File: config.mk
export PLATFORM = sky130hd
export DESIGN_NAME = config_sequencer
export DESIGN_NICKNAME = d
export VERILOG_FILES = /design/src/common/lrelu_pkg.sv /design/src/config/config_sequencer.sv
export SDC_FILE = /design/constraint.sdc
export NUM_CORES = 1
export LEC_CHECK = 0
export BUFFER_PORTS_ARGS = -buffer_cell sky130_fd_sc_hd__clkbuf_2
export CAP_MARGIN = 20
export CORE_AREA = 2 2 39 41
export DETAILED_ROUTE_END_ITERATION = 12
export DIE_AREA = 0 0 41 43
export PLACE_DENSITY = 0.31
export SKIP_LAST_GASP = 1
export SLEW_MARGIN = 20
export SYNTH_ARGS = -nofsm -noshare
export SYNTH_HDL_FRONTEND = slang
export SYNTH_SLANG_ARGS = --single-unit
File: constraint.sdc
create_clock -name clk -period 1.47 [get_ports clk]
set_input_delay 0.0735 -clock clk [delete_from_list [all_inputs] [get_ports clk]]
set_output_delay 0.0735 -clock clk [all_outputs]
set_load 0.005 [all_outputs]
File: src/common/lrelu_pkg.sv
package lrelu_pkg;

  // array shape
  localparam int GROUPS         = 2;
  localparam int UNITS          = 4;

  localparam int WORD_WIDTH_IN  = 32;  // accumulator word
  localparam int WORD_WIDTH_OUT = 8;
  localparam int COEF_WIDTH     = 16;  // scale, bias and d
  localparam int CFG_WIDTH      = 32;  // one config word per group
  localparam int PROD_WIDTH     = 48;

  localparam int KERNEL_DEPTH   = 4;
  localparam int ADDR_WIDTH     = $clog2(KERNEL_DEPTH);

  localparam int FRAC_SCALE     = 8;
  localparam int ALPHA_FRAC     = 8;
  localparam logic signed [COEF_WIDTH-1:0] LRELU_ALPHA = 16'sd26;  // ~0.1
  localparam int OUT_SHIFT      = 4;
  localparam int PIPE_LATENCY   = 4;   // enabled cycles, s_valid to m_valid

  localparam int SAT_MAX        = 2**(WORD_WIDTH_OUT-1) - 1;
  localparam int SAT_MIN        = -(2**(WORD_WIDTH_OUT-1));

  // d word, upper half ignored
  typedef struct packed {
    logic [CFG_WIDTH-COEF_WIDTH-1:0] pad;
    logic signed [COEF_WIDTH-1:0]    d;
  } cfg_d_t;

  typedef struct packed {
    logic signed [COEF_WIDTH-1:0] bias;
    logic signed [COEF_WIDTH-1:0] scale;
  } cfg_coef_t;

  // one config word, two readings
  typedef union packed {
    cfg_d_t    d_view;
    cfg_coef_t coef_view;
  } cfg_word_u;

  typedef enum logic {LOAD_D, LOAD_COEF} cfg_sel_e;

endpackage

File: src/config/config_sequencer.sv
module config_sequencer (
  input  logic clk,
  input  logic reset,
  input  logic clken,
  input  logic config_valid,
  input  logic config_restart,
  output logic d_we,
  output logic coef_we,
  output logic [lrelu_pkg::ADDR_WIDTH-1:0] coef_waddr
);
  import lrelu_pkg::*;

  cfg_sel_e state;
  logic     beat;

  assign beat    = config_valid && !config_restart;  // restart swallows the beat
  assign d_we    = beat && (state == LOAD_D);
  assign coef_we = beat && (state == LOAD_COEF);

  always_ff @(posedge clk) begin
    if (reset) begin
      state      <= LOAD_D;
      coef_waddr <= '0;
    end else if (clken) begin
      if (config_restart) begin
        state      <= LOAD_D;
        coef_waddr <= '0;
      end else if (d_we) begin
        state      <= LOAD_COEF;  // entries follow the d word
        coef_waddr <= '0;
      end else if (coef_we) begin
        if (coef_waddr == ADDR_WIDTH'(KERNEL_DEPTH-1)) begin
          state      <= LOAD_D;  // table full, next beat is d again
          coef_waddr <= '0;
        end else begin
          coef_waddr <= coef_waddr + 1'b1;
        end
      end
    end
  end

  // entry counter only moves while the table is loading
  a_addr_idle: assert property (@(posedge clk) disable iff (reset)
    (state == LOAD_D) |-> (coef_waddr == '0));

endmodule

== Yosys cells after proc, flatten, opt, wreduce, memory -nomap -nowiden ==
Index checks and enable logic that the tools add are counted.

* Bitwise operators: 1
* Mux-type cells: 8
* $add $sub $neg: 1
* Reduce and logical (&&, ||, !) cells: 8
* Eq/ne operators: 1

{| class="wikitable"
|+ Operators by type and width
! operator !! number
|-
| two-way mux 2 bit || 4
|-
| nonzero test 3 bit || 2
|-
| two-way mux 1 bit || 4
|-
| logical AND 1 bit || 3
|-
| AND reduction 3 bit || 1
|-
| adder 2 x 1 -> 2 bit (second input constant) || 1
|-
| equality test 2 bit (second input constant) || 1
|-
| AND reduction 2 bit || 1
|-
| logical NOT 1 bit || 1
|-
| NOT 1 bit || 1
|}

* Bits in registers: 3
* Word-level logic and storage cells: 21
* Output and inout port bits: 4
* Input bits: 5

== Longest topological paths before layout ==
* Depth after elaboration: 6
* Gate-level depth with buffers: 3
* Depth with buffers taken out: 3

== Worst setup path before layout ==
No wires, ideal clock.

* Path kind: reg2reg
* Start point: register coef_waddr[0] (netlist name)
* End point: register state
* Path slack: 0.462 ns
* Buffers on the path: 0
* Arrival: 0.923 ns
* Cell stages (with the launch flop): 4
* Data required time: 1.384 ns
* Cell sequence: dfxtp_1 -> ha_1 -> a31o_1 -> a211oi_1

* Cells in the longest elaborated chain, start to end: 3

{| class="wikitable"
|+ RTL lines
! element !! RTL line !! text
|-
| start, declared || config_sequencer.sv:9 || <nowiki>output logic [lrelu_pkg::ADDR_WIDTH-1:0] coef_waddr</nowiki>
|-
| start signal, assigned || config_sequencer.sv:36 || <nowiki>coef_waddr <= coef_waddr + 1'b1;</nowiki>
|-
| equality test 2 bit || config_sequencer.sv:32 || <nowiki>if (coef_waddr == ADDR_WIDTH'(KERNEL_DEPTH-1)) begin</nowiki>
|-
| nonzero test 3 bit (no source line) || -- ||
|-
| AND reduction 3 bit (no source line) || -- ||
|-
| end signal, assigned || config_sequencer.sv:26 || <nowiki>state <= LOAD_D;</nowiki>
|-
| end signal, assigned || config_sequencer.sv:29 || <nowiki>state <= LOAD_COEF;</nowiki>
|-
| end signal, assigned || config_sequencer.sv:33 || <nowiki>state <= LOAD_D;</nowiki>
|-
| end, declared || config_sequencer.sv:13 || <nowiki>cfg_sel_e state;</nowiki>
|}

Every way passes these cells.
A chain may end at the register's enable or synchronous reset.

== Worst setup path in the final report ==
Same ends and word-level chain as after synthesis.

==> flow_summary_export.csv <==
group,metric,value,unit
outcome,run_status,"finished, final reports clean",
setup_path,crit_type,"reg2reg",
logic_synthesis,syn_avg_cell_area,10.1,sq um
setup_path,critPathRequiredTime,1.62,ns
cells_and_area,final_common_cell,"clkbuf_2",
setup_path,crit_fanout,4,
power_and_ir_drop,p_comb_share,8.5,%
cts,postCtsHoldBufs,0,
logic_synthesis,synth_cells,15,
logic_synthesis,yosys.area_share.simple,21.5,%
logic_synthesis,synthAdderAreaFrac,8.26,%
routing,drc,0,
cts,htree_num_levels,1,
routing,antenna_left,0,
logic_synthesis,synth_top_family_by_area,"compound AO/OA/AOI/OAI gates",
flow_run,maxCapViolations,0,
cells_and_area,drive_above_1_share,40.7,%
cells_and_area,n_antenna_cell,0,
cts,root_buffer,"clkbuf_4",
power_and_ir_drop,power.internal,0.197,mW
cells_and_area,fin_cells,43,
cells_and_area,layout_common_cells,"8 x clkbuf_2, 3 x clkbuf_4, 3 x dfxtp_1",
routing,avgViaCountPerCell,3.93,
global_route,antenna_found_initial,0,
logic_synthesis,syn_area,151,sq um
floorplanning,die_y,43,microns
timing,period_share,73.5,%
timing,skew,0.00812,ns
setup_path,start_kind,"register",
cells_and_area,area_delta_synth_final,57.0,%
global_route,grt_first_pass_wirelength,641,microns
timing,holdWs,0.0339,ns
place,dpl_cell_area,211,sq um
timing,hold_viol,0,
setup_path,critPathArrivalTime,1.23,ns
logic_synthesis,synth_seq_cells,3,
place,portBuffers,8,
global_route,grt_max_degree,6,
cts,cts.sinks,3,
hold_path,hp-class,"in2reg",
timing,fmax,925,MHz
logic_synthesis,ys_seq_area_share,39.7,%
timing,rsz0062_at_grt,"false",
routing,via_count,169,
timing,fin_crit,1.08,ns
logic_synthesis,synth_cell_type_count,10,
routing,routed_wl,400,microns
global_route,first_global_vias,169,
cts,clkLatencyLatePin,0.24,ns
cts,postCtsSetupBuffers,0,
floorplanning,core_area,1380,sq um
power_and_ir_drop,clkPwrFrac,57.8,%
timing,slew_headroom,86.3,%
floorplanning,dieArea,1760,sq um
cts,cts_tree,"yes",
global_route,grt.total_usage,6.43,%
power_and_ir_drop,p_sw,0.0572,mW
timing,tns,0,ns
global_route,grt_overflow,0,
power_and_ir_drop,netSwitchingFraction,22.5,%
cells_and_area,nets,34,
power_and_ir_drop,total_leakage_power,0.118,nW
routing,drt_iter0_markers,1,
power_and_ir_drop,vdd_drop_max,540,uV
routing,drtPass1Iterations,3,
cts,cts_buffers,3,
cells_and_area,final_area,238,sq um
floorplanning,die_x,41,microns
floorplanning,row_count,14,
power_and_ir_drop,power.total,0.254,mW
timing,fin_ws,0.389,ns
cts,ctsResizeCount,0,
setup_path,worst_setup_path_end_kind,"register",
routing,wl_per_cell,9.30,microns
place,dp_hpwl,267,microns
place,place_inst,39,
timing,report.final.slew_viol_count,0,
cts,path_clk_slew,0.04,ns
timing,worst-slew-pin-transition,0.205,ns
place,gp_congestion,0.598,
logic_synthesis,synth_warnings,0,
floorplanning,pin_count,9,
timing,setup_viol,0,
logic_synthesis,synth-compound-area-share,30.6,%
cts,clockBufferDepth,2,
logic_synthesis,synth_xor_area_share,0,%
logic_synthesis,synth_mux_area_share,0,%
floorplanning,start_util,10.9,%
cells_and_area,utilization,17.2,%
power_and_ir_drop,pwr-share-seq,33.7,%
power_and_ir_drop,cellPowerDensity,1070,nW/um^2
place,place_ws,0.410,ns
logic_synthesis,syn_nets,21,
critical path, cell delays in order (launching register included):
cell	delay (ns)
dfxtp_1	0.32
ha_1	0.22
a31o_1	0.22
a211oi_1	0.24
state kept, by name, indices dropped and copies added (netlist names):
name,cells
coef_waddr,2
state,1
power by group through the flow:
stage	logic (mW)	clock network, mW	registers, mW
after floorplan	0.00921	0	0.0863
after global placement	0.0209	0	0.0866
after detailed placement	0.0211	0	0.0866
after CTS	0.0217	0.153	0.0855
after global routing	0.0243	0.166	0.0856
final	0.0216	0.147	0.0856
final cells by class:
cell class,count,area (sq um)
clock buffers,4,26.3
fillers,155,1150
multi-input cells,12,91.3
flip-flops and latches,3,60.1
well taps,16,20.0
repair buffers,8,40.0
cell usage after synthesis:
cell | instances | share of area, %
dfxtp_1 | 3 | 40
o21a_1 | 1 | 5.0
nor2_1 | 2 | 5.0
a22o_1 | 2 | 12
a31o_1 | 1 | 5.8
and3b_1 | 2 | 12
ha_1 | 1 | 8.3
a211oi_1 | 1 | 5.0
nor3b_1 | 1 | 5.0
a21oi_1 | 1 | 3.3
path summary, 6_finish.rpt:
path | start | endpoint | slack [ns] | cells past startpoint
setup / recovery | coef_waddr[0] | state | 0.39 | 3
hold / removal | reset | state | 0.03 | 2
setup reg to reg | coef_waddr[0] | state | 0.39 | 3
hold reg to reg | coef_waddr[1] | coef_waddr[1] | 0.51 | 1
metal layers:
metal / wire (microns) / vias to the layer above / share of wire (%) / track usage, %
met1: 205 / 73 / 51 / 6.77
met4: 0 / 0 / 0 / 2.00
met5: 0 / - / 0 / 0
li1: - / 84 / - / -
met3: 73 / 0 / 18 / 9.42
met2: 121 / 12 / 30 / 6.88
kinds of logic after synthesis:
group	after synthesis
DFF	3
and+or+nand+nor	5
adders and majority gates	1
AOI/OAI and AO/OA	6
(Power assumes the default switching activity.)
