$ cat src/common/lrelu_pkg.sv
package lrelu_pkg;

  // array shape
  localparam int GROUPS         = 2;
  localparam int UNITS          = 4;

  localparam int WORD_WIDTH_IN  = 32;  // accumulator word
  localparam int WORD_WIDTH_OUT = 8;
  localparam int COEF_WIDTH     = 16;  // scale, bias and d
  localparam int CFG_WIDTH      = 32;  // one config word per group
  localparam int PROD_WIDTH     = 48;

  localparam int KERNEL_DEPTH   = 4;
  localparam int ADDR_WIDTH     = $clog2(KERNEL_DEPTH);

  localparam int FRAC_SCALE     = 8;
  localparam int ALPHA_FRAC     = 8;
  localparam logic signed [COEF_WIDTH-1:0] LRELU_ALPHA = 16'sd26;  // ~0.1
  localparam int OUT_SHIFT      = 4;
  localparam int PIPE_LATENCY   = 4;   // enabled cycles, s_valid to m_valid

  localparam int SAT_MAX        = 2**(WORD_WIDTH_OUT-1) - 1;
  localparam int SAT_MIN        = -(2**(WORD_WIDTH_OUT-1));

  // d word, upper half ignored
  typedef struct packed {
    logic [CFG_WIDTH-COEF_WIDTH-1:0] pad;
    logic signed [COEF_WIDTH-1:0]    d;
  } cfg_d_t;

  typedef struct packed {
    logic signed [COEF_WIDTH-1:0] bias;
    logic signed [COEF_WIDTH-1:0] scale;
  } cfg_coef_t;

  // one config word, two readings
  typedef union packed {
    cfg_d_t    d_view;
    cfg_coef_t coef_view;
  } cfg_word_u;

  typedef enum logic {LOAD_D, LOAD_COEF} cfg_sel_e;

endpackage

$ cat src/datapath/lrelu_requant.sv
module lrelu_requant (
  input  logic clk,
  input  logic reset,
  input  logic clken,
  input  logic p_valid,
  input  logic p_lrelu,
  input  logic [lrelu_pkg::GROUPS-1:0][lrelu_pkg::UNITS-1:0][lrelu_pkg::PROD_WIDTH-1:0] p_data,
  input  logic [lrelu_pkg::GROUPS-1:0][lrelu_pkg::COEF_WIDTH-1:0] p_d,
  output logic m_valid,
  output logic [lrelu_pkg::GROUPS-1:0][lrelu_pkg::UNITS-1:0][lrelu_pkg::WORD_WIDTH_OUT-1:0] m_data
);
  import lrelu_pkg::*;

  logic                          q_valid;
  logic [GROUPS-1:0][COEF_WIDTH-1:0] q_d;
  logic signed [PROD_WIDTH-1:0]  q_next [GROUPS][UNITS];
  logic signed [PROD_WIDTH-1:0]  q      [GROUPS][UNITS];
  logic signed [PROD_WIDTH-1:0]  r      [GROUPS][UNITS];
  logic [WORD_WIDTH_OUT-1:0]     sat    [GROUPS][UNITS];

  for (genvar g = 0; g < GROUPS; g++) begin : g_lane
    for (genvar u = 0; u < UNITS; u++) begin : u_lane
      // leaky slope only on negative values of flagged beats
      assign q_next[g][u] = (p_lrelu && $signed(p_data[g][u]) < 0)
                          ? ($signed(p_data[g][u]) * LRELU_ALPHA) >>> ALPHA_FRAC
                          : $signed(p_data[g][u]);

      assign r[g][u] = (q[g][u] + PROD_WIDTH'($signed(q_d[g]))) >>> OUT_SHIFT;

      always_comb begin
        if (r[g][u] > SAT_MAX)
          sat[g][u] = WORD_WIDTH_OUT'(SAT_MAX);
        else if (r[g][u] < SAT_MIN)
          sat[g][u] = WORD_WIDTH_OUT'(SAT_MIN);
        else
          sat[g][u] = r[g][u][WORD_WIDTH_OUT-1:0];
      end
    end
  end

  always_ff @(posedge clk) begin
    if (reset) begin
      q_valid <= 1'b0;
      m_valid <= 1'b0;
    end else if (clken) begin
      q_valid <= p_valid;
      m_valid <= q_valid;
    end
  end

  always_ff @(posedge clk) begin
    if (clken) begin
      q_d <= p_d;
      for (int g = 0; g < GROUPS; g++) begin
        for (int u = 0; u < UNITS; u++) begin
          q[g][u]      <= q_next[g][u];
          m_data[g][u] <= sat[g][u];  // second stage, offset and clip
        end
      end
    end
  end

  // whole valid chain comes out of reset clean
  a_valid_known: assert property (@(posedge clk) disable iff (reset)
    !$isunknown(m_valid));

endmodule

$ cat config.mk
export PLATFORM = sky130hd
export DESIGN_NAME = lrelu_requant
export DESIGN_NICKNAME = d
export VERILOG_FILES = /design/src/common/lrelu_pkg.sv /design/src/datapath/lrelu_requant.sv
export SDC_FILE = /design/constraint.sdc
export NUM_CORES = 2
export LEC_CHECK = 0
export ABC_AREA = 1
export BUFFER_PORTS_ARGS = -buffer_cell sky130_fd_sc_hd__buf_4
export CAP_MARGIN = 0
export CORE_AREA = 8 8 422 424
export CTS_CLUSTER_SIZE = 16
export DETAILED_ROUTE_END_ITERATION = 8
export DIE_AREA = 0 0 430 432
export PLACE_DENSITY = 0.8
export SLEW_MARGIN = 20
export SYNTH_ARGS = -nofsm -noshare
export SYNTH_HDL_FRONTEND = slang
export SYNTH_SLANG_ARGS = --single-unit
$ cat constraint.sdc
create_clock -name clk -period 7.1 [get_ports clk]
set_clock_uncertainty 0.2 [all_clocks]
set_input_delay 0.355 -clock clk [delete_from_list [all_inputs] [get_ports clk]]
set_output_delay 0.355 -clock clk [all_outputs]
set_load 0.005 [all_outputs]
Yosys cells after proc, flatten, opt, wreduce, memory -nomap -nowiden

Memories as Yosys holds them, arrays and structs flattened.
Cells that the tools add are included.

Register bits after elaboration: 98
Latch bits: 0
RAM bits: 384
Bits in read-only memories: 0
Input bits: 421
Output and inout port bits: 65
Logic and storage cells: 79
Memories: 1

Memories:

| memory | depth | bits a word | rd ports | clocked after Yosys merged registers in | write ports | line                | text |
|---|---|---|---|---|---|---|---|
| q      | 2     | 192         | 2        | 0                                       | 2           | lrelu_requant.sv:17 | `logic signed [PROD_WIDTH-1:0] q [GROUPS][UNITS];` |

$add $sub $neg: 8
Multiply operators: 8
Divide/modulo/power cells: 0
Order comparisons: 24
Equal/unequal tests: 0
Shift operators: 0
Multiplexer cells: 18
Bitwise gates (word level): 0
Reduce and logical (&&, ||, !) cells: 8

Operators with widths:

| kind                                                            | number |
|---|---|
| adder 48 x 16 -> 48 bit                                         | 8 |
| < comparator 48 x 1 -> 1 bit (second input constant)            | 8 |
| multiplier 48 x 5 -> 47 bit (second input constant)             | 8 |
| two-way mux 48 bit                                              | 8 |
| greater-than comparator 44 x 8 -> 1 bit (second input constant) | 8 |
| < comparator 44 x 8 -> 1 bit (second input constant)            | 8 |
| two-way mux 8 bit                                               | 8 |
| logical AND 1 bit                                               | 8 |
| two-way mux 1 bit                                               | 2 |

Longest topological paths before layout

An unclocked memory read counts as a cell.

Depth after elaboration: 4
Mapped depth: 22
Depth with buffers taken out: 22

Worst setup path after synthesis

Ideal clock, no wire load.

Kind: reg-to-reg
Start: register q_d[31] (netlist name)
End: register m_data[56] (netlist name), data pin
Setup time: 258 ps
Arrival: 4723 ps
Data required time: 6642 ps
Setup slack: 1919 ps
Cell stages (with the launch flop): 18
Buffers on the path: 0
Clock period less this slack: 5181 ps
Cells stage by stage: edfxtp_1 > ha_1 > nand2_1 > inv_1 > a21oi_1 > nand2_1 > a21oi_1 > nand2_1 > nand2_1 > nand2_1 > nor2_1 > nand2_1 > nor2_1 > nand2_1 > nor2_1 > nand3_1 > nand2_1 > nand2_1

Word-level cells in the longest chain between the ends: 3
Elaborated cells between the ends (all ways): 4
Classes of those cells: 1 x add/sub; 2 x order compare; 1 x mux

RTL lines:

| item                            | line                | text |
|---|---|---|
| from (decl)                     | lrelu_requant.sv:15 | `logic [GROUPS-1:0][COEF_WIDTH-1:0] q_d;` |
| from (signal assigned)          | lrelu_requant.sv:53 | `q_d <= p_d;` |
| adder 48 x 16 -> 48 bit (*)     | lrelu_requant.sv:28 | `assign r[g][u] = (q[g][u] + PROD_WIDTH'($signed(q_d[g]))) >>> OUT_SHIFT;` |
| < comparator 44 x 8 -> 1 bit    | lrelu_requant.sv:33 | `else if (r[g][u] < SAT_MIN)` |
| two-way mux 8 bit               | lrelu_requant.sv:33 |  |
| to (signal, indexed assignment) | lrelu_requant.sv:57 | `m_data[g][u] <= sat[g][u];` |
| to (decl)                       | lrelu_requant.sv:10 | `output logic [lrelu_pkg::GROUPS-1:0][lrelu_pkg::UNITS-1:0][lrelu_pkg::WORD_WIDTH_OUT-1:0] m_data` |

Mark *: on every way between the ends. The rest lies on a longest branch, timed or not.
A chain may end at the register's enable or synchronous reset.

==> impl_metrics.env <==
export IMPL_path_common_cell="nand2_1"
export IMPL_drc=0
export IMPL_netlist_area_sq_um=93510
export IMPL_initial_utilization=0.5470
export IMPL_seqPwrFrac=0.176
export IMPL_hold_class="in2reg"
export IMPL_fillCellCount=16051
export IMPL_synth_top_area_share=0.1873
export IMPL_hold_viol=1
export IMPL_vias=96313
export IMPL_p_int_mw=11.15
export IMPL_syn_to_final_growth_pct=13.30
export IMPL_antenna_found_initial=26
export IMPL_grt_pass1_vias=92926
export IMPL_yosysWarnings=0
export IMPL_drv_cap=0
export IMPL_nNetsFinal=17926
export IMPL_ios=486
export IMPL_min_period_over_period=0.6353
export IMPL_synth_top_family_by_area="simple AND/OR/NAND/NOR gates"
export IMPL_synth_xor_area_frac=0.02978
export IMPL_drive_gt1_frac=0.04910
export IMPL_ys_seq_area_frac=0.1546
export IMPL_port_buffers=485
export IMPL_synthesis_nets=17031
export IMPL_clockPowerShare=0.139
export IMPL_worstPathArrival_ps=4710
export IMPL_num_rows=152
export IMPL_p_comb_frac=0.684
export IMPL_max_stage_delay_ps=550
export IMPL_cts_htree_levels=2
export IMPL_root_buffer="clkbuf_16"
export IMPL_yosys_top_cells_area="ha_1 19%, nand2_1 16%, edfxtp_1 15%, inv_1 14%, fa_1 7.0%"
export IMPL_core_sq_um=171000
export IMPL_max_clock_freq_ghz=0.2217
export IMPL_muxShareOfSynthArea=0
export IMPL_die_area_sq_um=185800
export IMPL_synthCells=14882
export IMPL_clock_sinks=482
export IMPL_wirelength_mm=307.6
export IMPL_wire_per_inst_um=17.01
export IMPL_grt_max_degree=154
export IMPL_violations="hold timing"
export IMPL_gp_congestion=1.018
export IMPL_hold_slack_ps=-0.9177
export IMPL_path_buf_inv=5
export IMPL_synth_compound_area_frac=0.1184
export IMPL_critPathTopFamily="compound AO/OA/AOI/OAI gates"
export IMPL_grt_setup_unrepaired="no"
export IMPL_dr_pass1_iters=6
export IMPL_tns_ps=0
export IMPL_dp_cells=17557
export IMPL_peakVddDrop_uv=215.7
export IMPL_p_per_area_nw_per_um2=218.4
export IMPL_synth_fa_ha_area_frac=0.2575
export IMPL_crit_slowest_cell="dlygate4sd3_1"
export IMPL_grt_use_total=0.3188
export IMPL_cp_max_fo=9
export IMPL_synth_edff_count=480
export IMPL_fp_dieW_um=430
export IMPL_yosys_area_share_simple=0.2922
export IMPL_dp_hpwl_mm=254.1
export IMPL_dr_first_iter_drc_count=7975
export IMPL_switching_share=0.5182
export IMPL_synth_ff_type="edfxtp_1"
export IMPL_synth_cell_types=48
export IMPL_overflow=0
export IMPL_die_h_um=432
export IMPL_grt_pass1_wl_mm=485.2
export IMPL_cts_buffer_depth=3
export IMPL_yosys_area_top_type="ha_1"
export IMPL_fin_crit_ps=4511
export IMPL_avgViaCountPerCell=5.325
export IMPL_crit_required_ps=7300
export IMPL_relSlewSlack=0.3324
export IMPL_async_flop_share=0
export IMPL_cts_tree="yes"
export IMPL_drv_slew=0
export IMPL_yosys_register_bits=482
export IMPL_power_switching_mw=11.99
export IMPL_start_kind="input pin"
export IMPL_critPathKind="in2reg"
export IMPL_clock_latency_ps=700
export IMPL_ant_nets=0
export IMPL_status="finished with violations"
export IMPL_numCtsBuffers=57
export IMPL_path_cells="dlygate4sd3_1, buf_4, ha_1, ha_1, inv_1, fa_1, inv_1, ha_1, a21oi_1, o21ai_0, a21oi_1, o21ai_1, a21oi_2, inv_1, nand2_1, nand2_1, nand2_1, nand2_1, o21ai_2, o21ai_0"
export IMPL_total_leakage_power_nw=58.67
export IMPL_path_clk_slew_ps=70
export IMPL_worst_pin_slew_ps=1001
export IMPL_fin_cells=18088
export IMPL_setup_viol=0
export IMPL_synth_area_per_cell_sq_um=6.284
export IMPL_critPathCaptureType="flip-flop"
==> cells in the mapped netlist, types with 7 or more instances <==
cell and number:
a211oi_1 21, a21boi_0 15, a21o_1 24, a21oi_1 858
a221oi_1 10, a31oi_1 82, and2_1 13, and3_1 27
clkbuf_1 66, clkinv_1 7, edfxtp_1 480, fa_1 328
ha_1 1400, inv_1 3600, nand2_1 4080, nand2_2 36
nand3_1 627, nand3b_1 99, nand4_1 151, nor2_1 1376
nor3_1 123, nor4_1 18, o2111ai_1 12, o211ai_1 17
o21a_1 85, o21ai_0 677, o21ai_1 47, o21ai_2 9
o21bai_1 106, o311ai_0 11, o31ai_1 16, or2_2 97
xnor2_1 146, xor2_1 172
==> routing by layer <==
metal,GRT usage,share of wire
met5,0,0
met1,0.4003,0.42
met4,0.1788,0.065
met2,0.5379,0.46
met3,0.03086,0.062
==> power by group through the flow <==
| stage | Sequential (mW) | Combinational [mW] | Clock, mW |
|---|---|---|---|
| global route | 4.11 | 17.8 | 3.37 |
| finish | 4.08 | 15.8 | 3.23 |
| global placement | 4.13 | 15.1 | 0 |
| CTS | 4.08 | 15.5 | 3.28 |
| floorplan | 3.99 | 11.0 | 0 |
| detailed placement | 4.13 | 15.2 | 0 |
==> flip-flops by register name, indices dropped and copies added, names as in the netlist <==
| register | count |
|---|---|
| m_data | 64 |
| m_valid | 1 |
| q | 384 |
| q_d | 32 |
| q_valid | 1 |
==> worst register-to-register path, cell delays in order, from the launching register on <==
cell and delay, ps:
edfxtp_1 380, buf_4 630, ha_1 500, nand2_1 130, nor2_1 230, nand2_1 140, inv_1 90, nand3_1 120
nand3_1 150, nand2_1 140, nand2_1 90, nand2_1 60, a21oi_1 140, nand2_1 70, nor2_1 100, and2_0 190
nand3_1 180, nand2_2 190, nand2_1 110
==> kinds of logic after synthesis <==
family | count (synthesis)
buffers and inverters | 3675
xor gates and xnor gates | 318
and+or+nand+nor | 6674
DFF | 482
AOI/OAI and AO/OA | 2005
adders and majority gates | 1728
==> what timing repair did <==
item	in CTS	in global routing
hold buffers	394	0
hold endpoints to repair	394	0
setup buffers	0	0
resized for setup	0	0
==> cell usage in the layout (no fill, tap or decap), types with 106 or more instances in the layout <==
master	n
nand2_1	4080
inv_1	3600
ha_1	1400
nor2_1	1376
a21oi_1	858
o21ai_0	677
nand3_1	627
buf_4	506
edfxtp_1	480
dlygate4sd3_1	394
fa_1	328
xor2_1	172
nand4_1	151
xnor2_1	146
nor3_1	123
o21bai_1	106
==> layout make-up <==
| class | count | area, sq um | share of cell area |
|---|---|---|---|
| antenna | 30 | 75.07 | 0.0007086 |
| clock buffer | 61 | 1463 | 0.01381 |
| clock inverter | 46 | 541.8 | 0.005113 |
| inverter | 3607 | 13540 | 0.1278 |
| multi-input combinational | 10725 | 65270 | 0.6160 |
| sequential | 482 | 14450 | 0.1364 |
| tap | 2233 | 2794 | 0.02637 |
| timing repair buffer | 904 | 7818 | 0.07378 |
==> stage by stage <==
| stage | setup slack, ps | area [sq um] | total power, mW | utilization |
|---|---|---|---|---|
| 6_report | 2589 | 106000 | 23.14 | 0.6197 |
| 5_1_grt | 2338 | 105900 | 25.28 | 0.6196 |
| 4_1_cts | 2730 | 105900 | 22.85 | 0.6192 |
| 3_5_place_dp | 2669 | 99930 | 19.34 | 0.5845 |
| 3_3_place_gp | 2754 | 99930 | 19.20 | 0.5845 |
| 2_1_floorplan | 1919 | 93510 | 14.96 | - |
==> final timing paths <==
path	slack [ps]	start	endpoint	depth (start not counted)
worst max-delay path	2590	p_data[98]	q[0][87]	20
worst min-delay path	-0.9	p_data[148]	q[0][4]	3
worst max register to register	2980	q_d[31]	m_data[36]	18
worst min register to register	260	m_valid	m_valid	2
Power figures use the tool's default switching activity.
