File: src/common/lrelu_pkg.sv
package lrelu_pkg;

  // array shape
  localparam int GROUPS         = 2;
  localparam int UNITS          = 4;

  localparam int WORD_WIDTH_IN  = 32;  // accumulator word
  localparam int WORD_WIDTH_OUT = 8;
  localparam int COEF_WIDTH     = 16;  // scale, bias and d
  localparam int CFG_WIDTH      = 32;  // one config word per group
  localparam int PROD_WIDTH     = 48;

  localparam int KERNEL_DEPTH   = 4;
  localparam int ADDR_WIDTH     = $clog2(KERNEL_DEPTH);

  localparam int FRAC_SCALE     = 8;
  localparam int ALPHA_FRAC     = 8;
  localparam logic signed [COEF_WIDTH-1:0] LRELU_ALPHA = 16'sd26;  // ~0.1
  localparam int OUT_SHIFT      = 4;
  localparam int PIPE_LATENCY   = 4;   // enabled cycles, s_valid to m_valid

  localparam int SAT_MAX        = 2**(WORD_WIDTH_OUT-1) - 1;
  localparam int SAT_MIN        = -(2**(WORD_WIDTH_OUT-1));

  // d word, upper half ignored
  typedef struct packed {
    logic [CFG_WIDTH-COEF_WIDTH-1:0] pad;
    logic signed [COEF_WIDTH-1:0]    d;
  } cfg_d_t;

  typedef struct packed {
    logic signed [COEF_WIDTH-1:0] bias;
    logic signed [COEF_WIDTH-1:0] scale;
  } cfg_coef_t;

  // one config word, two readings
  typedef union packed {
    cfg_d_t    d_view;
    cfg_coef_t coef_view;
  } cfg_word_u;

  typedef enum logic {LOAD_D, LOAD_COEF} cfg_sel_e;

endpackage

File: src/common/coef_if.sv
interface coef_if;
  import lrelu_pkg::*;

  logic valid;
  logic lrelu;
  logic [GROUPS-1:0][UNITS-1:0][WORD_WIDTH_IN-1:0] data;  // lanes, delayed with the read

  // per group coefficients for this beat
  logic [GROUPS-1:0][COEF_WIDTH-1:0] scale;
  logic [GROUPS-1:0][COEF_WIDTH-1:0] bias;
  logic [GROUPS-1:0][COEF_WIDTH-1:0] d;

  modport source (
    output valid, lrelu, data, scale, bias, d
  );

  modport sink (
    input valid, lrelu, data, scale, bias, d
  );

endinterface

File: src/config/coef_store.sv
module coef_store (
  input  logic clk,
  input  logic reset,
  input  logic clken,
  input  lrelu_pkg::cfg_word_u [lrelu_pkg::GROUPS-1:0] config_data,
  input  logic d_we,
  input  logic coef_we,
  input  logic [lrelu_pkg::ADDR_WIDTH-1:0] coef_waddr,
  input  logic config_restart,
  input  logic s_valid,
  input  logic s_lrelu,
  input  logic [lrelu_pkg::GROUPS-1:0][lrelu_pkg::UNITS-1:0][lrelu_pkg::WORD_WIDTH_IN-1:0] s_data,
  coef_if.source coef
);
  import lrelu_pkg::*;

  logic [COEF_WIDTH-1:0] scale_mem [GROUPS][KERNEL_DEPTH];
  logic [COEF_WIDTH-1:0] bias_mem  [GROUPS][KERNEL_DEPTH];
  logic [COEF_WIDTH-1:0] d_reg     [GROUPS];
  logic [ADDR_WIDTH-1:0] rd_ptr;

  // config write port
  always_ff @(posedge clk) begin
    if (clken) begin
      for (int g = 0; g < GROUPS; g++) begin
        if (d_we)
          d_reg[g] <= config_data[g].d_view.d;
        if (coef_we) begin
          scale_mem[g][coef_waddr] <= config_data[g].coef_view.scale;
          bias_mem[g][coef_waddr]  <= config_data[g].coef_view.bias;
        end
      end
    end
  end

  // cyclic read pointer, one step per accepted beat
  always_ff @(posedge clk) begin
    if (reset) begin
      rd_ptr <= '0;
    end else if (clken) begin
      if (config_restart)
        rd_ptr <= '0;
      else if (s_valid)
        rd_ptr <= (rd_ptr == ADDR_WIDTH'(KERNEL_DEPTH-1)) ? '0 : rd_ptr + 1'b1;
    end
  end

  always_ff @(posedge clk) begin
    if (reset)
      coef.valid <= 1'b0;
    else if (clken)
      coef.valid <= s_valid;
  end

  // registered read, beat travels alongside
  always_ff @(posedge clk) begin
    if (clken) begin
      coef.lrelu <= s_lrelu;
      coef.data  <= s_data;
      for (int g = 0; g < GROUPS; g++) begin
        coef.scale[g] <= scale_mem[g][rd_ptr];
        coef.bias[g]  <= bias_mem[g][rd_ptr];
        coef.d[g]     <= d_reg[g];
      end
    end
  end

  // tables only change between bursts of data
  a_no_cfg_during_data: assert property (@(posedge clk) disable iff (reset)
    (clken && s_valid) |-> !(d_we || coef_we));

endmodule

File: src/flat_wrapper.sv
// flat-port wrapper written by rule: the top's interface ports become plain ports
module coef_store_flat import lrelu_pkg::*;
  (clk, reset, clken, config_data, d_we, coef_we, coef_waddr, config_restart, s_valid, s_lrelu, s_data, coef_valid, coef_lrelu, coef_data, coef_scale, coef_bias, coef_d);
  coef_if coef_i ();
  input  logic clk;
  input  logic reset;
  input  logic clken;
  input  lrelu_pkg::cfg_word_u [lrelu_pkg::GROUPS-1:0] config_data;
  input  logic d_we;
  input  logic coef_we;
  input  logic [lrelu_pkg::ADDR_WIDTH-1:0] coef_waddr;
  input  logic config_restart;
  input  logic s_valid;
  input  logic s_lrelu;
  input  logic [lrelu_pkg::GROUPS-1:0][lrelu_pkg::UNITS-1:0][lrelu_pkg::WORD_WIDTH_IN-1:0] s_data;
  output wire logic [$bits(coef_i.valid)-1:0] coef_valid;
  output wire logic [$bits(coef_i.lrelu)-1:0] coef_lrelu;
  output wire logic [$bits(coef_i.data)-1:0] coef_data;
  output wire logic [$bits(coef_i.scale)-1:0] coef_scale;
  output wire logic [$bits(coef_i.bias)-1:0] coef_bias;
  output wire logic [$bits(coef_i.d)-1:0] coef_d;
  assign coef_valid = coef_i.valid;
  assign coef_lrelu = coef_i.lrelu;
  assign coef_data = coef_i.data;
  assign coef_scale = coef_i.scale;
  assign coef_bias = coef_i.bias;
  assign coef_d = coef_i.d;
  coef_store u_core (.clk(clk), .reset(reset), .clken(clken), .config_data(config_data), .d_we(d_we), .coef_we(coef_we), .coef_waddr(coef_waddr), .config_restart(config_restart), .s_valid(s_valid), .s_lrelu(s_lrelu), .s_data(s_data), .coef(coef_i));
endmodule
File: config.mk
export PLATFORM = sky130hd
export DESIGN_NAME = coef_store_flat
export DESIGN_NICKNAME = d
export VERILOG_FILES = /design/src/common/lrelu_pkg.sv /design/src/common/coef_if.sv /design/src/config/coef_store.sv /design/src/flat_wrapper.sv
export SDC_FILE = /design/constraint.sdc
export NUM_CORES = 1
export LEC_CHECK = 0
export ABC_AREA = 1
export BUFFER_PORTS_ARGS = -buffer_cell sky130_fd_sc_hd__buf_2
export CORE_ASPECT_RATIO = 0.75
export CORE_MARGIN = 4
export CORE_UTILIZATION = 35
export DETAILED_ROUTE_END_ITERATION = 10
export GPL_TIMING_DRIVEN = 0
export PLACE_DENSITY = 0.62
export SLEW_MARGIN = 0
export SYNTH_ARGS = -nofsm -noshare
export SYNTH_HDL_FRONTEND = slang
export SYNTH_SLANG_ARGS = --single-unit
File: constraint.sdc
create_clock -name clk -period 14.3 [get_ports clk]
set_input_delay 1.43 -clock clk [delete_from_list [all_inputs] [get_ports clk]]
set_output_delay 1.43 -clock clk [all_outputs]
set_load 0.05 [all_outputs]
# Word level (Yosys, flattened, before mapping)
# Memories as Yosys holds them, arrays and structs flattened. A register that Yosys moved wholly into a read port is not among the register bits.
# Cells that the tools add are included.
# op_classes
n_bitwise	2
n_mul	0
muxes	23
add_sub_neg	1
magnitude_cmp	3
div_mod_pow	0
n_reduce_logical	3
shifts	0
eq_ne	1
# ops
op	n
two-way mux 16 bit	9
binary-select mux 16 bit (select 2 bit)	4
two-way mux 64 bit	1
demux 16 bit (select 2 bit)	1
>= comparator 3 bit, second input constant	2
two-way mux 2 bit	3
NOT 2 -> 3 bit	2
two-way mux 1 bit	5
less-than comparator 3 x 1 -> 1 bit, second input constant	1
adder 2 x 1 -> 2 bit, second input constant	1
equality test 2 bit, second input constant	1
AND reduction 2 bit	1
nonzero test 2 bit	1
logical AND 1 bit	1
# totals
reg_bits	324
mem_bits_ro	0
memories	3
mem_bits_rw	288
latchBits	0
# mem_list
memory	words	width	read_ports	rd_clocked_by_memory_dff	wr	line_no	rtl
u_core.bias_mem	2	64	2	0	2	coef_store.sv:18	logic [COEF_WIDTH-1:0] bias_mem [GROUPS][KERNEL_DEPTH];
u_core.scale_mem	2	64	2	0	2	coef_store.sv:17	logic [COEF_WIDTH-1:0] scale_mem [GROUPS][KERNEL_DEPTH];
u_core.d_reg	2	16	2	2	2	coef_store.sv:19	logic [COEF_WIDTH-1:0] d_reg [GROUPS];

# Logic depth before layout (Yosys ltp)
# Gate-level depths: netlist of run 1.
# depth
depth_word	6
ltp_mapped	7
depth_no_buf	6

# Worst setup path before layout of run 1
# OpenSTA, ideal clock, no wires.
# synth_path
path_kind	in2reg
from	input port coef_waddr[1] (netlist name)
to	memory u_core.bias_mem[0][100] (netlist name) (enable)
n_path_buf	0
stages	1
t_arrival_ps	5894
slack_ps	7840
path_cell_list	nor3_1
# synth_rtl
item	line_no	rtl
from (decl)	flat_wrapper.sv:11	input logic [lrelu_pkg::ADDR_WIDTH-1:0] coef_waddr;
to (decl)	coef_store.sv:18	

==> flow_summary.json, run 1 <==
{
  "synth_common_cells": "sky130_fd_sc_hd__edfxtp_1 (641), sky130_fd_sc_hd__nand2_1 (266), sky130_fd_sc_hd__inv_1 (136)",
  "grt_antenna_before_repair": 80,
  "synthFlopType": "sky130_fd_sc_hd__edfxtp_1",
  "vias_per_cell": 4.64,
  "yosys_warnings": 0,
  "worst-endpoint-required_ns": 14.60,
  "num_vias": 13613,
  "dp_hpwl_um": 65200,
  "grt_remaining_overflow": 0,
  "crit_arrival_ns": 4.49,
  "yosys.cell_count.top_type": "sky130_fd_sc_hd__edfxtp_1",
  "synth_enable_flop_cells": 641,
  "drc": 0,
  "grt_first_pass_wirelength_um": 107000,
  "cts.htree.levels": 3,
  "yosys.area_share.simple_pct": 4.67,
  "drtAntennaViolNets": 0,
  "place_ws_ns": 9.40,
  "synth_cell_types": 17,
  "synth.avg_cell_area_um2": 18.1,
  "gr-usage-all-layers_pct": 23.3,
  "timing.final.crit_period_ns": 4.19,
  "met1_usage_pct": 29.9,
  "rows": 79,
  "final-hold-violation-count": 0,
  "post_cts_hold_buffer_count": 0,
  "mappedNetlistNets": 1560,
  "grt_busiest_layer": "met2",
  "worst_setup_slack_after_layout_ns": 10.11,
  "stdcell_area_um2": 29500,
  "fmax_ghz": 0.239,
  "synth_top_area_share_pct": 86.5,
  "cts_root_buffer": "sky130_fd_sc_hd__clkbuf_16",
  "io_buffer_count": 683,
  "finalMaxSlewViolations": 0,
  "max_reg_flops": 256,
  "clk-insertion-delay-late_ns": 0.61,
  "clock_path_buffers": 3,
  "cts-buffers-inserted": 66,
  "synth-seq-area-share_pct": 86.7,
  "grt_start_max_net_pins": 116,
  "postCtsSetupRepairBufs": 0,
  "synthMuxAreaShare_pct": 0,
  "synth-xor-area-share_pct": 0,
  "grt.met2_usage_pct": 38.7,
  "final.period_utilization_pct": 29.3,
  "floorplan.die.width_um": 299,
  "biggestRegsByFlops": "u_core.coef.data x256, u_core.bias_mem x128, u_core.scale_mem x128",
  "boundaryPins": 684,
  "synth.area.top_cells": "sky130_fd_sc_hd__edfxtp_1 (86%), sky130_fd_sc_hd__nand2_1 (4.5%), sky130_fd_sc_hd__o211ai_2 (3.4%)",
  "most_prevalent_standard_cell_on_the_critical_path": "sky130_fd_sc_hd__buf_6",
  "maxSlewHeadroom_pct": 39.0,
  "first_iteration_detailed_routing_drc_count": 1029,
  "hold-worst-slack_ns": 0.407,
  "power.ir.vdd_worst_mv": 0.0825,
  "end_kind": "register",
  "power.density_nw_per_um2": 154,
  "maximum_capacitance_violations": 0,
  "layout-drive-gt1-share_pct": 44.0,
  "full_die_area_um2": 67800,
  "die_h_um": 226,
  "synth_top_cell_by_area": "sky130_fd_sc_hd__edfxtp_1",
  "worstHoldPathType": "register to register",
  "path_max_fanout": 109,
  "gp_routability_congestion": 0.971,
  "critical_path.cell_chain": "buf_8 -> buf_16 -> buf_16 -> nand2_1 -> nor3_2 -> buf_6 -> buf_6 -> buf_6 -> buf_6",
  "worstMarginPinSlew_ns": 0.915,
  "clock_sinks": 644,
  "cts_tree": "yes",
  "setup-violations-final": 0,
  "clock_skew_ns": 0.0208,
  "post_synth_inst_count": 1229,
  "summed_instance_area_of_the_synthesized_netlist_um2": 22300,
  "crit_slowest_cell": "sky130_fd_sc_hd__buf_8",
  "synth_seq_cells": 644,
  "detail_route.wirelength_um": 81800,
  "slowest_delay_ns": 0.62,
  "timing.setup.tns_ns": 0,
  "postCtsResizedCells": 0,
  "nNetsFinal": 2346,
  "drt-wirelength-per-cell_um": 27.9,
  "core_region_area_um2": 62500,
  "clk_pin_slew_ns": 0.06,
  "rsz0062_at_grt": "no",
  "dominant_combinational_cell_family_by_area_after_synthesis": "compound AO/OA/AOI/OAI gates",
  "areaGrowthSynthToFinish_pct": 32.3,
  "start_util_pct": 35.6,
  "max_flop_register": "u_core.coef.data",
  "synth_compound_gate_area_share_pct": 4.99,
  "placement.cell_area_um2": 27200,
  "power.static_leakage_nw": 12.0,
  "final_core_utilization_pct": 47.2,
  "result_of_the_run": "completed",
  "ys_async_sr_fraction_pct": 0,
  "drtPass1Iterations": 7,
  "critical_path.startpoint_type": "input pin",
  "crit_type": "input pin to register",
  "grt_pass1_vias": 13053,
  "global_route.usage.met3_pct": 8.30,
  "synth_adder_area_share_pct": 0.0562
}
## where the power goes
group / leakage (nW) / internal, mW / switching [mW]
clock network: 1.05 / 1.00 / 0.734
logic: 4.81 / 0.121 / 0.455
registers: 6.10 / 2.20 / 0.0345
total: 12.0 / 3.33 / 1.22
## cells in the final DEF, fill, tap and decap left out, types with 19 or more instances in the layout
cell type,n
sky130_fd_sc_hd__buf_2,694
sky130_fd_sc_hd__buf_6,38
sky130_fd_sc_hd__clkbuf_1,26
sky130_fd_sc_hd__clkbuf_16,69
sky130_fd_sc_hd__diode_2,19
sky130_fd_sc_hd__edfxtp_1,641
sky130_fd_sc_hd__inv_1,135
sky130_fd_sc_hd__nand2_1,266
sky130_fd_sc_hd__o211ai_2,60
sky130_fd_sc_hd__o21ai_0,64
## path summary, 6_finish.rpt
path	startpoint	to	slack [ns]	cells after the start
worst max-delay path	clken	u_core.scale_mem[0][99]$_DFFE_PP_	10.11	9
worst min-delay path	u_core.d_reg[0][14]$_DFFE_PP_	coef_d[14]$_DFFE_PP_	0.41	0
worst max register to register	u_core.rd_ptr[0]$_SDFFE_PP0P_	u_core.coef.bias[22]$_DFFE_PP_	12.59	6
worst min register to register	u_core.d_reg[0][14]$_DFFE_PP_	coef_d[14]$_DFFE_PP_	0.41	0
## layout make-up
type                            count  area (µm²)
Antenna cell                       19        47.5
Buffer                             41         274
Clock buffer                       81        1770
Clock inverter                     37         412
Fill cell                        5444       33000
Inverter                          138         518
Multi-Input combinational cell    406        2180
Sequential cell                   644       19300
Tap cell                          850        1060
Timing Repair Buffer              718        3890
## metal layers
layer  vias up  share of wire (%)  wire [µm]
met2       635                 49      39800
li1       6051                  -          -
met1      6749                 40      32400
met4        16                2.1       1750
met3       162                9.4       7700
met5         -               0.13        103
## per-stage QoR
stage	power (mW)	cells
2_1_floorplan	2.62	1229
3_3_place_gp	2.86	2762
3_5_place_dp	2.86	2797
4_1_cts	4.61	2915
5_1_grt	4.71	2918
6_report	4.55	2934
## cell families (layout without fill, tap and decap cells)
group | Yosys count | count (layout)
other | 0 | 19
DFF | 644 | 644
and+or+nand+nor | 275 | 275
AOI/OAI and AO/OA | 130 | 130
buffers and inverters | 179 | 1015
adders and majority gates | 1 | 1
## critical path: cells and delay by family
kind / cells / cell delay, ns
buffers and inverters: 7 / 2.05
and+or+nand+nor: 2 / 0.81
Note: power is estimated with default switching activity, not from simulation.
==> run 2, diff against run 1 <==
--- a/config.mk
+++ b/config.mk
@@ -12,7 +12,7 @@
 export CORE_UTILIZATION = 35
 export DETAILED_ROUTE_END_ITERATION = 10
 export GPL_TIMING_DRIVEN = 0
-export PLACE_DENSITY = 0.62
+export PLACE_DENSITY = 0.64
 export SLEW_MARGIN = 0
 export SYNTH_ARGS = -nofsm -noshare
 export SYNTH_HDL_FRONTEND = slang
==> constraint.sdc (replaced) <==
create_clock -name clk -period 3.7 [get_ports clk]
set_input_delay 0.37 -clock clk [delete_from_list [all_inputs] [get_ports clk]]
set_output_delay 0.37 -clock clk [all_outputs]
set_load 0.05 [all_outputs]
==> flow_summary.json, run 2 (synthesis results as in run 1) <==
{
  "critPathBufInv": 6,
  "cts_tree": "yes",
  "max_flop_register": "u_core.coef.data",
  "vias_per_cell": 4.58,
  "boundaryPins": 684,
  "critical_path.reg2reg.startpoint": "u_core.rd_ptr[0]$_SDFFE_PP0P_",
  "drtPass1Iterations": 5,
  "critical_path.startpoint_type": "input pin",
  "core_region_area_um2": 62500,
  "crit_type": "input pin to register",
  "cts_root_buffer": "sky130_fd_sc_hd__clkbuf_16",
  "worst-endpoint-required_ns": 3.99,
  "cts-buffers-inserted": 67,
  "most_common_cell_after_layout_fill_and_taps_aside": "sky130_fd_sc_hd__buf_2",
  "maximum_capacitance_violations": 0,
  "grt_pass1_vias": 14925,
  "die_h_um": 226,
  "timing.setup.tns_ns": 0,
  "drc": 0,
  "start_util_pct": 35.6,
  "most_prevalent_standard_cell_on_the_critical_path": "sky130_fd_sc_hd__buf_6",
  "timing.critical_path.from": "clken",
  "path_max_fanout": 107,
  "max_reg_flops": 256,
  "crit_slowest_cell": "sky130_fd_sc_hd__nor3_2",
  "gr-usage-all-layers_pct": 23.3,
  "clock_path_buffers": 3,
  "worstMarginPinSlew_ns": 0.949,
  "final-hold-violation-count": 0,
  "num_vias": 14765,
  "worst_hold_path_startpoint": "s_lrelu",
  "finalMaxSlewViolations": 0,
  "grt_remaining_overflow": 0,
  "timing.final.crit_period_ns": 2.91,
  "cpLargestDelayFamily": "buffers and inverters",
  "worst-r2r-cell-count": 6,
  "maxSlewHeadroom_pct": 36.4,
  "power.density_nw_per_um2": 545,
  "final_core_utilization_pct": 51.9,
  "power.ir.vdd_worst_mv": 0.394,
  "gp_routability_congestion": 0.934,
  "clock_skew_ns": 0.0164,
  "final.period_utilization_pct": 78.7,
  "holdPathStages": 1,
  "first_iteration_detailed_routing_drc_count": 1110,
  "layout.filler_cells": 5243,
  "end_kind": "register",
  "drt-wirelength-per-cell_um": 25.4,
  "dp_hpwl_um": 63300,
  "place_ws_ns": 0.249,
  "clk-insertion-delay-late_ns": 0.59,
  "critical_path_cell_count": 8,
  "rows": 79,
  "detail_route.wirelength_um": 81900,
  "full_die_area_um2": 67800,
  "io_buffer_count": 683,
  "slowest_delay_ns": 0.80,
  "worst_setup_slack_after_layout_ns": 0.789,
  "drtAntennaViolNets": 0,
  "setup-violations-final": 0,
  "areaGrowthSynthToFinish_pct": 45.6,
  "biggestRegsByFlops": "u_core.coef.data x256, u_core.bias_mem x128, u_core.scale_mem x128",
  "nNetsFinal": 2640,
  "layout-drive-gt1-share_pct": 38.1,
  "critical_path.cell_chain": "buf_8 -> buf_16 -> nand2_1 -> nor3_2 -> buf_6 -> buf_6 -> buf_6 -> buf_6",
  "floorplan.die.width_um": 299,
  "most-common-layout-cells": "sky130_fd_sc_hd__buf_2 (694), sky130_fd_sc_hd__edfxtp_1 (641), sky130_fd_sc_hd__dlygate4sd3_1 (301), sky130_fd_sc_hd__nand2_1 (266), sky130_fd_sc_hd__inv_1 (135)",
  "power.static_leakage_nw": 13.2,
  "crit_arrival_ns": 3.21,
  "clk_pin_slew_ns": 0.06,
  "worstHoldPathType": "input pin to register",
  "clock_sinks": 644,
  "grt_antenna_before_repair": 57,
  "result_of_the_run": "completed",
  "grt_start_max_net_pins": 125,
  "fmax_ghz": 0.344,
  "grt_first_pass_wirelength_um": 110000,
  "rsz0062_at_grt": "no",
  "cts.htree.levels": 3,
  "postCtsSetupRepairBufs": 0
}
-- run 2: changes by cell type in the layout (fill, tap and decap cells not counted), moves of 5 or more --
cell,before,now
sky130_fd_sc_hd__clkinv_2,6,12
sky130_fd_sc_hd__buf_6,38,27
sky130_fd_sc_hd__clkinv_1,9,14
sky130_fd_sc_hd__dlygate4sd3_1,0,301
sky130_fd_sc_hd__buf_16,4,9
-- run 2: path summary, 6_finish.rpt --
check	endpoint	slack, ns
min	u_core.coef.lrelu$_DFFE_PP_	0.04
min reg2reg	coef_d[22]$_DFFE_PP_	0.42
max reg2reg	u_core.coef.bias[28]$_DFFE_PP_	1.90
max	u_core.scale_mem[0][69]$_DFFE_PP_	0.79
-- run 2: repair_timing --
item,in CTS,in global routing
resized for setup,0,0
hold endpoints to repair,458,0
hold buffers,301,0
setup endpoints to repair,0,0
-- run 2: final cells by class --
class / instances / area, µm² / share of cell area [%]
Multi-Input combinational cell: 406 / 2200 / 6.77
Sequential cell: 644 / 19300 / 59.5
Buffer: 41 / 274 / 0.845
Tap cell: 850 / 1060 / 3.28
Inverter: 138 / 518 / 1.60
Clock buffer: 80 / 1790 / 5.52
Timing Repair Buffer: 1011 / 6910 / 21.3
Antenna cell: 17 / 42.5 / 0.131
Clock inverter: 38 / 322 / 0.992
-- run 2: power by group --
part | internal, mW | switching, mW
Sequential | 8.51 | 0.140
Clock | 3.74 | 2.77
Combinational | 0.678 | 1.83
Total | 12.9 | 4.74
-- run 2: metrics by stage --
| stage | instance area, µm² | power (mW) | cells | hold slack (ns) |
|---|---|---|---|---|
| 6_report | 32400 | 17.7 | 3225 | 0.0400 |
| 3_5_place_dp | 27300 | 11.0 | 2789 | 0.405 |
| 3_3_place_gp | 26800 | 11.0 | 2762 | 0.402 |
| 5_1_grt | 32400 | 18.3 | 3217 | 0.00450 |
| 4_1_cts | 32400 | 17.9 | 3208 | 0.00242 |
| 2_1_floorplan | 22300 | 10.1 | 1229 | 0.400 |
-- run 2: per-layer routing --
layer / wire (µm) / up-vias / global-route usage (%)
met5: 287 / - / 1.12
met4: 1960 / 30 / 6.04
met3: 8000 / 154 / 8.50
met2: 39300 / 659 / 37.9
met1: 32400 / 7297 / 29.9
li1: - / 6625 / -
==> run 3, diff against run 2 <==
--- a/config.mk
+++ b/config.mk
@@ -12,7 +12,7 @@
 export CORE_UTILIZATION = 35
 export DETAILED_ROUTE_END_ITERATION = 10
 export GPL_TIMING_DRIVEN = 0
-export PLACE_DENSITY = 0.64
+export PLACE_DENSITY = 0.62
 export SLEW_MARGIN = 0
 export SYNTH_ARGS = -nofsm -noshare
 export SYNTH_HDL_FRONTEND = slang
==> constraint.sdc (replaced) <==
create_clock -name clk -period 2.95 [get_ports clk]
set_input_delay 0.295 -clock clk [delete_from_list [all_inputs] [get_ports clk]]
set_output_delay 0.295 -clock clk [all_outputs]
set_load 0.05 [all_outputs]
==> flow_summary.json, run 3 (synthesis results as in run 1) <==
{
  "start_util_pct": 35.6,
  "maximum_capacitance_violations": 0,
  "cts_root_buffer": "sky130_fd_sc_hd__clkbuf_16",
  "critical_path.startpoint_type": "input pin",
  "postCtsSetupRepairBufs": 0,
  "drc": 0,
  "worstMarginPinSlew_ns": 0.814,
  "result_of_the_run": "completed",
  "clock_path_buffers": 3,
  "dp_hpwl_um": 64400,
  "layoutNonFillerInstCount": 3252,
  "met2RoutedLength_um": 39900,
  "worstHoldPathType": "input pin to register",
  "first_iteration_detailed_routing_drc_count": 1123,
  "num_vias": 14816,
  "crit_arrival_ns": 2.80,
  "worst-endpoint-required_ns": 3.22,
  "detail_route.wirelength_um": 82900,
  "grt_antenna_before_repair": 52,
  "timing.final.crit_period_ns": 2.53,
  "finalMaxSlewViolations": 0,
  "fmax_ghz": 0.395,
  "vias_per_cell": 4.56,
  "highest_layer": "met5",
  "areaGrowthSynthToFinish_pct": 46.7,
  "layout-drive-gt1-share_pct": 37.6,
  "power.static_leakage_nw": 13.2,
  "end_kind": "register",
  "setup-violations-final": 0,
  "clock_skew_ns": 0.0104,
  "die_h_um": 226,
  "hold-worst-slack_ns": 0.0449,
  "met1Wirelength_um": 32300,
  "place_inst": 2783,
  "layout.filler_cells": 5223,
  "gr-usage-all-layers_pct": 23.8,
  "max_flop_register": "u_core.coef.data",
  "rows": 79,
  "most_common_cell_after_layout_fill_and_taps_aside": "sky130_fd_sc_hd__buf_2",
  "place_ws_ns": -0.192,
  "most-common-layout-cells": "sky130_fd_sc_hd__buf_2 (694), sky130_fd_sc_hd__edfxtp_1 (641), sky130_fd_sc_hd__dlygate4sd3_1 (323), sky130_fd_sc_hd__nand2_1 (266), sky130_fd_sc_hd__inv_1 (135)",
  "biggestRegsByFlops": "u_core.coef.data x256, u_core.bias_mem x128, u_core.scale_mem x128",
  "drtPass1Iterations": 5,
  "power.density_nw_per_um2": 677,
  "nNetsFinal": 2655,
  "grt_remaining_overflow": 0,
  "clock_sinks": 644,
  "crit_type": "input pin to register",
  "clk_pin_slew_ns": 0.06,
  "gp_routability_congestion": 0.976,
  "core_region_area_um2": 62500,
  "final.period_utilization_pct": 85.8,
  "drt-wirelength-per-cell_um": 25.5,
  "io_buffer_count": 683,
  "max_reg_flops": 256,
  "clk-insertion-delay-late_ns": 0.58,
  "grt_first_pass_wirelength_um": 112000,
  "path_max_fanout": 111,
  "floorplan.die.width_um": 299,
  "final-hold-violation-count": 0,
  "drtAntennaViolNets": 0,
  "grt_start_max_net_pins": 130,
  "full_die_area_um2": 67800,
  "maxSlewHeadroom_pct": 45.5,
  "grt_pass1_vias": 15179,
  "power.ir.vdd_worst_mv": 0.481,
  "worst_setup_slack_after_layout_ns": 0.420,
  "rsz0062_at_grt": "no",
  "boundaryPins": 684,
  "routed-wl-met3_um": 7980,
  "cts-buffers-inserted": 66,
  "cts_tree": "yes",
  "cts.htree.levels": 3
}
## run 3: changes by cell type in the layout (fill, tap and decap cells not counted), moves of 3 or more
| cell | before | now |
|---|---|---|
| sky130_fd_sc_hd__buf_16 | 9 | 13 |
| sky130_fd_sc_hd__inv_6 | 1 | 7 |
| sky130_fd_sc_hd__clkinv_2 | 12 | 9 |
| sky130_fd_sc_hd__clkinv_8 | 3 | 0 |
| sky130_fd_sc_hd__clkbuf_16 | 70 | 67 |
| sky130_fd_sc_hd__dlygate4sd3_1 | 301 | 323 |
| sky130_fd_sc_hd__diode_2 | 17 | 30 |
| sky130_fd_sc_hd__clkinv_1 | 14 | 9 |
| sky130_fd_sc_hd__buf_8 | 4 | 8 |
| sky130_fd_sc_hd__buf_6 | 27 | 13 |
## run 3: final timing paths
kind / start / to / slack [ns] / cells past startpoint
setup / recovery: clken / u_core.scale_mem[0][117]$_DFFE_PP_ / 0.42 / 7
hold / removal: clken / u_core.coef.data[99]$_DFFE_PP_ / 0.04 / 1
setup reg to reg: u_core.rd_ptr[1]$_SDFFE_PP0P_ / u_core.coef.bias[27]$_DFFE_PP_ / 1.13 / 4
hold reg to reg: u_core.d_reg[0][19]$_DFFE_PP_ / coef_d[19]$_DFFE_PP_ / 0.42 / 0
## run 3: per-layer routing
layer	global-route usage, %	vias to the layer above
met1	30.1	7320
met4	7.92	22
li1	-	6685
met2	38.7	634
met3	8.15	155
met5	0	-
## run 3: cell type report
cell class	instances	area [µm²]	share of cell area, %
Inverter	138	518	1.59
Tap cell	850	1060	3.26
Multi-Input combinational cell	406	2210	6.76
Antenna cell	30	75.1	0.230
Timing Repair Buffer	1027	7140	21.9
Clock inverter	35	310	0.950
Sequential cell	644	19300	59.1
Clock buffer	81	1750	5.36
Buffer	41	274	0.839
## run 3: repair_timing
action	CTS	global route
resized for setup	0	0
hold buffers	323	0
hold endpoints to repair	548	0
## run 3: worst max-delay path, stage by stage
cell,delay (ns)
sky130_fd_sc_hd__buf_8,0.18
sky130_fd_sc_hd__buf_16,0.43
sky130_fd_sc_hd__nand2_1,0.39
sky130_fd_sc_hd__nor3_4,0.67
sky130_fd_sc_hd__buf_16,0.24
sky130_fd_sc_hd__buf_8,0.20
sky130_fd_sc_hd__buf_8,0.21
## run 3: where the power goes
part           leakage (nW)  internal [mW]  switching [mW]
Sequential             6.10           10.7           0.157
Clock                  1.00           4.60            3.46
Combinational          6.14          0.872            2.34
## run 3: stage by stage
| stage | power, mW | setup TNS (ns) | utilization [%] | instance area, µm² |
|---|---|---|---|---|
| 2_1_floorplan | 12.7 | -110.41 | - | 22300 |
| 3_5_place_dp | 13.8 | -2.66 | 43.7 | 27300 |
| 3_3_place_gp | 13.8 | -4131.23 | 42.8 | 26800 |
| 6_report | 22.1 | 0 | 52.3 | 32700 |
| 5_1_grt | 22.9 | 0 | 52.2 | 32600 |
| 4_1_cts | 22.3 | 0 | 52.1 | 32600 |
